<file path="config.mk">
export PLATFORM = sky130hd
export DESIGN_NAME = ecc_mem_top
export DESIGN_NICKNAME = d
export VERILOG_FILES = /design/src/verilog/ecc_pkg.sv /design/src/verilog/ecc_mem_top.sv /design/src/verilog/ecc_err_log.sv /design/src/verilog/ecc_mem_ctrl.sv /design/src/verilog/ecc_req_fifo.sv /design/src/verilog/ecc_word_ram.sv /design/src/verilog/ecc_48_cal.sv
export SDC_FILE = /design/constraint.sdc
export NUM_CORES = 2
export LEC_CHECK = 0
export BUFFER_PORTS_ARGS = -buffer_cell sky130_fd_sc_hd__buf_2
export CAP_MARGIN = 0
export CELL_PAD_IN_SITES_DETAIL_PLACEMENT = 2
export CELL_PAD_IN_SITES_GLOBAL_PLACEMENT = 2
export CORE_UTILIZATION = 44
export DETAILED_ROUTE_END_ITERATION = 7
export GPL_TIMING_DRIVEN = 1
export HOLD_SLACK_MARGIN = 0.06
export PLACE_DENSITY = 0.76
export SYNTH_ARGS = -nofsm -noshare
export SYNTH_HDL_FRONTEND = slang
export SYNTH_SLANG_ARGS = --single-unit
</file>
<file path="constraint.sdc">
create_clock -name clk -period 4.9 [get_ports clk]
set_clock_uncertainty 0.05 [all_clocks]
set_input_delay 0.735 -clock clk [delete_from_list [all_inputs] [get_ports clk]]
set_output_delay 0.735 -clock clk [all_outputs]
set_load 0.05 [all_outputs]
</file>
<file path="src/verilog/ecc_pkg.sv">
package ecc_pkg;

    localparam int DATA_W    = 48;
    localparam int PAR_W     = 7;
    localparam int ADDR_W    = 6;
    localparam int MEM_DEPTH = 1 << ADDR_W;
    localparam int REQ_DEPTH = 4;
    localparam int REQ_PTR_W = $clog2(REQ_DEPTH);
    localparam int REQ_CNT_W = $clog2(REQ_DEPTH + 1);
    localparam int CNT_W     = 16;

    typedef logic [DATA_W-1:0]    data_t;
    typedef logic [PAR_W-1:0]     parity_t;
    typedef logic [ADDR_W-1:0]    addr_t;
    typedef logic [CNT_W-1:0]     cnt_t;
    typedef logic [REQ_PTR_W-1:0] req_ptr_t;
    typedef logic [REQ_CNT_W-1:0] req_cnt_t;

    typedef enum logic {
        OP_READ  = 1'b0,
        OP_WRITE = 1'b1
    } req_op_e;

    typedef struct packed {
        req_op_e op;
        addr_t   addr;
        data_t   data;
        data_t   inj_mask;  // Data bits flipped after encoding.
        logic    bypass;    // Read returns raw stored data.
    } mem_req_t;

    typedef struct packed {
        addr_t addr;
        data_t data;
        logic  sbit_err;
        logic  dbit_err;
    } mem_resp_t;

    typedef struct packed {
        parity_t parity;
        data_t   data;
    } codeword_t;

    // Syndrome column of each data bit from bit 0 up.
    // All columns have odd weight, so two flips never alias a single one.
    localparam parity_t ECC_COL [DATA_W] = '{
        7'b1000011, 7'b1000101, 7'b1000110, 7'b0000111, 7'b1001001, 7'b1001010,
        7'b0001011, 7'b1001100, 7'b0001101, 7'b0001110, 7'b1001111, 7'b1010001,
        7'b1010010, 7'b0010011, 7'b1010100, 7'b0010101, 7'b0010110, 7'b1010111,
        7'b1011000, 7'b0011001, 7'b0011010, 7'b1011011, 7'b0011100, 7'b1011101,
        7'b1011110, 7'b0011111, 7'b1100001, 7'b1100010, 7'b0100011, 7'b1100100,
        7'b0100101, 7'b0100110, 7'b1100111, 7'b1101000, 7'b0101001, 7'b0101010,
        7'b1101011, 7'b0101100, 7'b1101101, 7'b1101110, 7'b0101111, 7'b1110000,
        7'b0110001, 7'b0110010, 7'b1110011, 7'b0110100, 7'b1110101, 7'b1110110
    };

endpackage
</file>
<file path="src/verilog/ecc_mem_top.sv">
module ecc_mem_top (
    input  logic               clk,
    input  logic               rst_n,
    input  logic               req_valid,
    input  ecc_pkg::mem_req_t  req,
    output logic               credit_return,
    output logic               resp_valid,
    output ecc_pkg::mem_resp_t resp,
    output ecc_pkg::cnt_t      sbit_cnt,
    output ecc_pkg::cnt_t      dbit_cnt,
    output ecc_pkg::addr_t     last_dbit_addr
);

    logic               issue_valid;
    ecc_pkg::mem_req_t  issue_req;
    logic               ram_we;
    ecc_pkg::addr_t     ram_addr;
    ecc_pkg::codeword_t ram_wdata;
    ecc_pkg::codeword_t ram_rdata;

    ecc_req_fifo req_fifo_u (
        .clk           (clk),
        .rst_n         (rst_n),
        .req_valid     (req_valid),
        .req           (req),
        .issue_valid   (issue_valid),
        .issue_req     (issue_req),
        .credit_return (credit_return)
    );

    ecc_mem_ctrl mem_ctrl_u (
        .clk         (clk),
        .rst_n       (rst_n),
        .issue_valid (issue_valid),
        .issue_req   (issue_req),
        .ram_we      (ram_we),
        .ram_addr    (ram_addr),
        .ram_wdata   (ram_wdata),
        .ram_rdata   (ram_rdata),
        .resp_valid  (resp_valid),
        .resp        (resp)
    );

    ecc_word_ram word_ram_u (
        .clk   (clk),
        .we    (ram_we),
        .addr  (ram_addr),
        .wdata (ram_wdata),
        .rdata (ram_rdata)
    );

    ecc_err_log err_log_u (
        .clk            (clk),
        .rst_n          (rst_n),
        .resp_valid     (resp_valid),
        .resp           (resp),
        .sbit_cnt       (sbit_cnt),
        .dbit_cnt       (dbit_cnt),
        .last_dbit_addr (last_dbit_addr)
    );

endmodule

</file>
<file path="src/verilog/ecc_err_log.sv">
module ecc_err_log (
    input  logic               clk,
    input  logic               rst_n,
    input  logic               resp_valid,
    input  ecc_pkg::mem_resp_t resp,
    output ecc_pkg::cnt_t      sbit_cnt,
    output ecc_pkg::cnt_t      dbit_cnt,
    output ecc_pkg::addr_t     last_dbit_addr
);

    // Holds at all ones.
    function automatic ecc_pkg::cnt_t sat_inc(input ecc_pkg::cnt_t cnt);
        return (cnt == '1) ? cnt : cnt + ecc_pkg::cnt_t'(1);
    endfunction

    always_ff @(posedge clk) begin
        if (!rst_n) begin
            sbit_cnt       <= '0;
            dbit_cnt       <= '0;
            last_dbit_addr <= '0;
        end else if (resp_valid) begin
            if (resp.sbit_err) begin
                sbit_cnt <= sat_inc(sbit_cnt);
            end
            if (resp.dbit_err) begin
                dbit_cnt       <= sat_inc(dbit_cnt);
                last_dbit_addr <= resp.addr;  // Most recent one wins.
            end
        end
    end

endmodule

</file>
<file path="src/verilog/ecc_mem_ctrl.sv">
module ecc_mem_ctrl (
    input  logic               clk,
    input  logic               rst_n,
    input  logic               issue_valid,
    input  ecc_pkg::mem_req_t  issue_req,
    output logic               ram_we,
    output ecc_pkg::addr_t     ram_addr,
    output ecc_pkg::codeword_t ram_wdata,
    input  ecc_pkg::codeword_t ram_rdata,
    output logic               resp_valid,
    output ecc_pkg::mem_resp_t resp
);

    logic             issue_wr;
    logic             issue_rd;
    ecc_pkg::parity_t enc_parity;
    logic             rd_valid;    // Read address is at the RAM.
    logic             rd_bypass;
    logic             chk_valid;   // Codeword is on ram_rdata.
    logic             chk_bypass;
    ecc_pkg::addr_t   chk_addr;
    ecc_pkg::data_t   dec_data;
    logic             dec_sbit;
    logic             dec_dbit;

    assign issue_wr = issue_valid && (issue_req.op == ecc_pkg::OP_WRITE);
    assign issue_rd = issue_valid && (issue_req.op == ecc_pkg::OP_READ);

    // Encoder sees the clean data.
    ecc_48_cal enc_u (
        .data_in    (issue_req.data),
        .parity_in  ('0),
        .bypass     (1'b0),
        .data_out   (),
        .parity_out (enc_parity),
        .mask       (),
        .sbit_err   (),
        .dbit_err   ()
    );

    ecc_48_cal dec_u (
        .data_in    (ram_rdata.data),
        .parity_in  (ram_rdata.parity),
        .bypass     (chk_bypass),
        .data_out   (dec_data),
        .parity_out (),
        .mask       (),
        .sbit_err   (dec_sbit),
        .dbit_err   (dec_dbit)
    );

    always_ff @(posedge clk) begin
        if (!rst_n) begin
            ram_we     <= 1'b0;
            rd_valid   <= 1'b0;
            chk_valid  <= 1'b0;
            resp_valid <= 1'b0;
        end else begin
            ram_we     <= issue_wr;
            rd_valid   <= issue_rd;
            chk_valid  <= rd_valid;
            resp_valid <= chk_valid;
        end
    end

    always_ff @(posedge clk) begin
        if (issue_valid) begin
            ram_addr         <= issue_req.addr;
            ram_wdata.parity <= enc_parity;
            ram_wdata.data   <= issue_req.data ^ issue_req.inj_mask;
            rd_bypass        <= issue_req.bypass;
        end

        // Tag follows the RAM read latency.
        chk_addr   <= ram_addr;
        chk_bypass <= rd_bypass;

        if (chk_valid) begin
            resp.addr     <= chk_addr;
            resp.data     <= dec_data;
            resp.sbit_err <= dec_sbit;
            resp.dbit_err <= dec_dbit;
        end
    end

    // A write never fills the response slot a read would have used.
    a_no_write_resp: assert property (
        @(posedge clk) disable iff (!rst_n) ram_we |-> ##2 !resp_valid
    ) else $error("ecc_mem_ctrl: response for a write");

endmodule

</file>
<file path="src/verilog/ecc_req_fifo.sv">
module ecc_req_fifo (
    input  logic              clk,
    input  logic              rst_n,
    input  logic              req_valid,
    input  ecc_pkg::mem_req_t req,
    output logic              issue_valid,
    output ecc_pkg::mem_req_t issue_req,
    output logic              credit_return
);

    ecc_pkg::mem_req_t entries [ecc_pkg::REQ_DEPTH];
    ecc_pkg::req_ptr_t wr_ptr;
    ecc_pkg::req_ptr_t rd_ptr;
    ecc_pkg::req_cnt_t count;
    logic              pop;
    logic              full;

    assign pop  = (count != '0);  // Controller never stalls.
    assign full = (count == ecc_pkg::req_cnt_t'(ecc_pkg::REQ_DEPTH));

    assign issue_valid = pop;
    assign issue_req   = entries[rd_ptr];

    always_ff @(posedge clk) begin
        if (!rst_n) begin
            wr_ptr        <= '0;
            rd_ptr        <= '0;
            count         <= '0;
            credit_return <= 1'b0;
        end else begin
            if (req_valid) begin
                wr_ptr <= wr_ptr + ecc_pkg::req_ptr_t'(1);
            end
            if (pop) begin
                rd_ptr <= rd_ptr + ecc_pkg::req_ptr_t'(1);
            end
            count <= count + ecc_pkg::req_cnt_t'(req_valid) - ecc_pkg::req_cnt_t'(pop);
            credit_return <= pop;  // One credit back per popped entry.
        end
    end

    always_ff @(posedge clk) begin
        if (req_valid) begin
            entries[wr_ptr] <= req;
        end
    end

    // Requester pushed without a credit.
    a_credit_violation: assert property (
        @(posedge clk) disable iff (!rst_n) !(req_valid && full)
    ) else $error("ecc_req_fifo: push while full");

endmodule

</file>
<file path="src/verilog/ecc_word_ram.sv">
module ecc_word_ram (
    input  logic               clk,
    input  logic               we,
    input  ecc_pkg::addr_t     addr,
    input  ecc_pkg::codeword_t wdata,
    output ecc_pkg::codeword_t rdata
);

    ecc_pkg::codeword_t mem [ecc_pkg::MEM_DEPTH];

    always_ff @(posedge clk) begin
        if (we) begin
            mem[addr] <= wdata;
        end
        rdata <= mem[addr];  // Old data on a same-cycle write.
    end

endmodule

</file>
<file path="src/verilog/ecc_48_cal.sv">
module ecc_48_cal #(
    parameter int DATA_WIDTH   = ecc_pkg::DATA_W,
    parameter int PARITY_WIDTH = ecc_pkg::PAR_W
) (
    input  ecc_pkg::data_t   data_in,
    input  ecc_pkg::parity_t parity_in,
    input  logic             bypass,
    output ecc_pkg::data_t   data_out,
    output ecc_pkg::parity_t parity_out,
    output ecc_pkg::data_t   mask,
    output logic             sbit_err,
    output logic             dbit_err
);

    ecc_pkg::parity_t syndrome;
    logic             data_hit;
    logic             check_hit;
    logic             single_err;
    logic             multi_err;

    // Each check bit is the XOR of the data bits whose column has it set.
    function automatic ecc_pkg::parity_t calc_parity(input ecc_pkg::data_t d);
        ecc_pkg::parity_t p;
        p = '0;
        for (int i = 0; i < DATA_WIDTH; i++) begin
            for (int j = 0; j < PARITY_WIDTH; j++) begin
                if (ecc_pkg::ECC_COL[i][j]) begin
                    p[j] = p[j] ^ d[i];
                end
            end
        end
        return p;
    endfunction

    assign parity_out = calc_parity(data_in);
    assign syndrome   = parity_in ^ parity_out;

    always_comb begin
        mask = '0;
        for (int i = 0; i < DATA_WIDTH; i++) begin
            mask[i] = (syndrome == ecc_pkg::ECC_COL[i]);  // One-hot on a data hit.
        end

        data_hit   = |mask;
        check_hit  = $onehot(syndrome);  // Flipped check bit with intact data.
        single_err = data_hit || check_hit;
        // Even syndromes are double errors, as are odd ones outside the table.
        multi_err  = (syndrome != '0) && (!(^syndrome) || !single_err);

        sbit_err = !bypass && single_err;
        dbit_err = !bypass && multi_err;

        assert (!(sbit_err && dbit_err))
            else $error("ecc_48_cal: single and double error flagged together");
    end

    // Uncorrectable syndromes leave mask at zero, so data passes unchanged.
    assign data_out = bypass ? data_in : (data_in ^ mask);

endmodule

</file>
==> out/qor.csv, run 1 <==
metric,value,unit
syn_area,0.152,mm²
yosysSeqAreaShare,0.818,
place_hpwl,411000,µm
synthCells,7960,
die_h,589,µm
syn_avg_cell_area,19.0,µm²
outcome,aborted with a tool error,
initial_utilization,0.442,
synth-seq-cells,4168,
pin_count,203,
place.gp.congestion,0.828,
syn_nets,8088,
synthArstFlopShare,0,
port_buffers,202,
ys_warn_count,0,
lastStage,3_5_place_dp,
rows,215,
error,[ERROR DPL-0033] detailed placement checks failed during check placement.,
die_width,589,µm
synth_edf_count,4054,
synth_cell_type_count,54,
ys.flop_type,edfxtp_1,
-- Yosys cell counts (3+ instances only) --
cell type  number  area [µm²]
a21oi_1       168         841
a221oi_1      290        2540
a22o_1        290        2540
a22oi_1      1180        8860
a31oi_1       292        1830
and2_1         17         106
and3_1          6        37.5
and3b_1         3        26.3
buf_1          95         357
buf_2           3        15.0
clkbuf_1      391        1470
dfxtp_1       114        2280
edfxtp_1     4054      122000
fa_1            3        60.1
ha_1           18         225
inv_1          17        63.8
mux2_2          3        33.8
mux2i_1         6        60.1
mux4_2        105        2360
nand2_1        71         267
nand3_1        65         325
nand3b_1        3        22.5
nand4_1       179        1120
nor2_1        155         582
nor3_1          6        30.0
nor3b_1         8        60.1
nor4_1         35         219
o211ai_1        4        30.0
o21ai_0        10        50.1
or2_2           4        25.0
or3_1           9        56.3
xnor2_1       177        1550
xnor2_2         4        65.1
xnor3_1         9         203
xor2_1        140        1230
-- metrics by stage --
step	std cells	setup WS (ns)	TNS (ns)
after floorplan	7960	-0.0661	-29.10
after global placement	12700	-0.245	-0.444
-- kinds of logic after synthesis --
logic type / Yosys count / share of synthesized area
flops: 4168 / 0.818
compound gates: 2249 / 0.111
simple gates: 568 / 0.0193
buf+inv: 507 / 0.0126
xor+xnor: 333 / 0.0206
mux: 114 / 0.0162
fa+ha+maj: 21 / 0.00188
==> run 2: changes to the inputs <==
- CELL_PAD_IN_SITES_DETAIL_PLACEMENT: 2 -> default
- CELL_PAD_IN_SITES_GLOBAL_PLACEMENT: 2 -> default
- CORE_UTILIZATION: 44 -> 30
- HOLD_SLACK_MARGIN: 0.06 -> default
- PLACE_DENSITY: 0.76 -> default
- PLACE_DENSITY_LB_ADDON: default -> 0.15
- clock period: 4.9 -> 6.4 ns (I/O delays scaled with it)
==> out/qor.csv, run 2 <==
metric,value,unit
drtIter0Drc,10000,
ys_warn_count,0,
synth_cell_type_count,54,
h-tree-depth,5,
hold_ws,0.117,ns
clock_latency,1.00,ns
synth_area_leaders,"edfxtp_1 80%, a22oi_1 5.8%, a221oi_1 1.7%, a22o_1 1.7%, mux4_2 1.6%",
cpMaxStageDelayCell,fa_1,
place_hpwl,309000,µm
synth_common_cells,"4054 x edfxtp_1, 1180 x a22oi_1, 391 x clkbuf_1, 292 x a31oi_1",
setup_slack,0.926,ns
max_cap_violations,0,
crit_chain,"xnor2_1, xnor3_1, xnor3_1, xor2_1, inv_2, fa_1, xor2_1, ha_1, ha_1, a21o_1, fa_1, o32ai_1, a311oi_1, nand4_1, nor4_2, nor2_1",
r2r-end,mem_ctrl_u.resp[1],
outcome,finished clean,
crit_path_start_kind,register,
reg_top3,"word_ram_u.mem (3520), req_fifo_u.entries (416), mem_ctrl_u.resp (56)",
ctsHoldBuffers,0,
first_pass_iters,6,
postCtsResizedCells,0,
port_buffers,202,
yosysSeqAreaShare,0.818,
fin_crit_sh,0.855,
finalCriticalPeriod,5.47,ns
overflow,0,
synthArstFlopShare,0,
ys.flop_type,edfxtp_1,
path_buf_inv,1,
coreArea,0.502,mm²
cts_setup_buffers,0,
layout_common_cells,"4054 x edfxtp_1, 1180 x a22oi_1, 442 x clkbuf_16",
pin_count,203,
hp-start,req[24],
post_drt_wl_per_cell,35.1,µm
synth_most_common_cell,edfxtp_1,
synth-seq-cells,4168,
die_width,713,µm
place.gp.congestion,0.832,
numCtsBuffers,438,
critPathLaunch,word_ram_u.rdata[25],
clk_pin_slew,0.06,ns
grt_pass1_wl,739000,µm
vdd_ir_drop_max,0.00198,V
rows,260,
finalSetupTns,0,ns
place_ws,1.07,ns
crit_fanout,10,
cts_tree,done,
fin_nets,8606,
yosysTopAreaCellShare,0.803,
hold_depth,1,
area_growth,17.1,%
cp_top_family,adder cells,
p_leak,53.8,nW
wirelength,548000,µm
fin_util,0.353,
hold_class,input port to register,
finalMaxSlewViolations,0,
setup_viol,0,
routed_via_density,5.44,
largest_register_ffs,3520,
fill_cells,47200,
rsz0062_at_grt,false,
cts-root-buf,clkbuf_16,
r2r_slack,0.93,ns
clock_sinks,4168,
die_h,713,µm
grt_max_degree,105,
r2r_cells,16,
max-slew-margin-rel,0.157,
initial_utilization,0.302,
via_count,85100,
critPathKind,register to register,
hold_violations,0,
final_common_cell,edfxtp_1,
syn_area,0.152,mm²
worstReg2RegStart,word_ram_u.rdata[25],
drive_above_1_share,0.155,
grt_usage,0.208,
route.detailed.drc,0,
worstMarginPinSlew,1.26,ns
regMostFlops,word_ram_u.mem,
grt_antenna_before_repair,43,
hold_end,req_fifo_u.entries[2][24],
cp.required,7.10,ns
end_kind,register,
synth_edf_count,4054,
grt_pass1_vias,83300,
syn_nets,8088,
die-area,0.508,mm²
syn_avg_cell_area,19.0,µm²
powerDensity,578,mW/mm²
crit_path_max_incr_delay,0.55,ns
critical_path_arrival,6.18,ns
antenna_left,0,
cts_buffer_depth,4,
synthCells,7960,
synth_top_cell_by_area,edfxtp_1,
fmax,183,MHz
-- run 2: logic make-up (layout without fill, tap and decap cells) --
logic type | Yosys count | after routing | synth area share
xor+xnor | 333 | 333 | 0.0206
buf+inv | 507 | 1399 | 0.0126
other cells | 0 | 98 | 0
mux | 114 | 114 | 0.0162
fa+ha+maj | 21 | 21 | 0.00188
compound gates | 2249 | 2249 | 0.111
flops | 4168 | 4168 | 0.818
simple gates | 568 | 568 | 0.0193
-- run 2: report_power, final --
part           internal, W  total (W)  switching, W
Clock               0.0138     0.0247        0.0109
Sequential          0.0351     0.0358      0.000715
Combinational       0.0127     0.0421        0.0293
-- run 2: worst max-delay path by stage --
stage	end	slack, ns	cells after the start
2_1_floorplan	word_ram_u.mem[0][0]	1.43	7
3_3_place_gp	mem_ctrl_u.resp[1]	0.81	16
3_5_place_dp	mem_ctrl_u.resp[1]	1.07	16
4_1_cts	mem_ctrl_u.resp[1]	0.99	16
5_1_grt	mem_ctrl_u.resp[1]	0.76	16
6_report	mem_ctrl_u.resp[1]	0.93	16
-- run 2: layout make-up --
cell class | instances | area (µm²) | share of cell area
Antenna cell | 98 | 245 | 0.00138
Clock buffer | 560 | 11600 | 0.0654
Clock inverter | 254 | 2140 | 0.0120
Inverter | 18 | 67.6 | 0.000381
Multi-Input combinational cell | 3285 | 26200 | 0.148
Sequential cell | 4168 | 124000 | 0.699
Tap cell | 6681 | 8360 | 0.0471
Timing Repair Buffer | 567 | 4800 | 0.0270
-- run 2: stage by stage --
step | area, µm² | total power (W) | cells
3_5_place_dp | 163000 | 0.0785 | 14700
3_3_place_gp | 163000 | 0.0787 | 14700
5_1_grt | 177000 | 0.106 | 15600
4_1_cts | 177000 | 0.103 | 15500
2_1_floorplan | 152000 | 0.0630 | 7960
6_report | 177000 | 0.103 | 15600
-- run 2: routing by layer --
layer  GRT usage  part of all wire  wire length (µm)  up-vias
li1            -                 -                 -    34700
met2       0.342              0.48            261000     3575
met3      0.0301             0.067             36600      701
met1       0.290              0.43            234000    46000
met5           0           0.00027               147        -
met4      0.0573             0.031             16900       22
(Power assumes the default switching activity.)
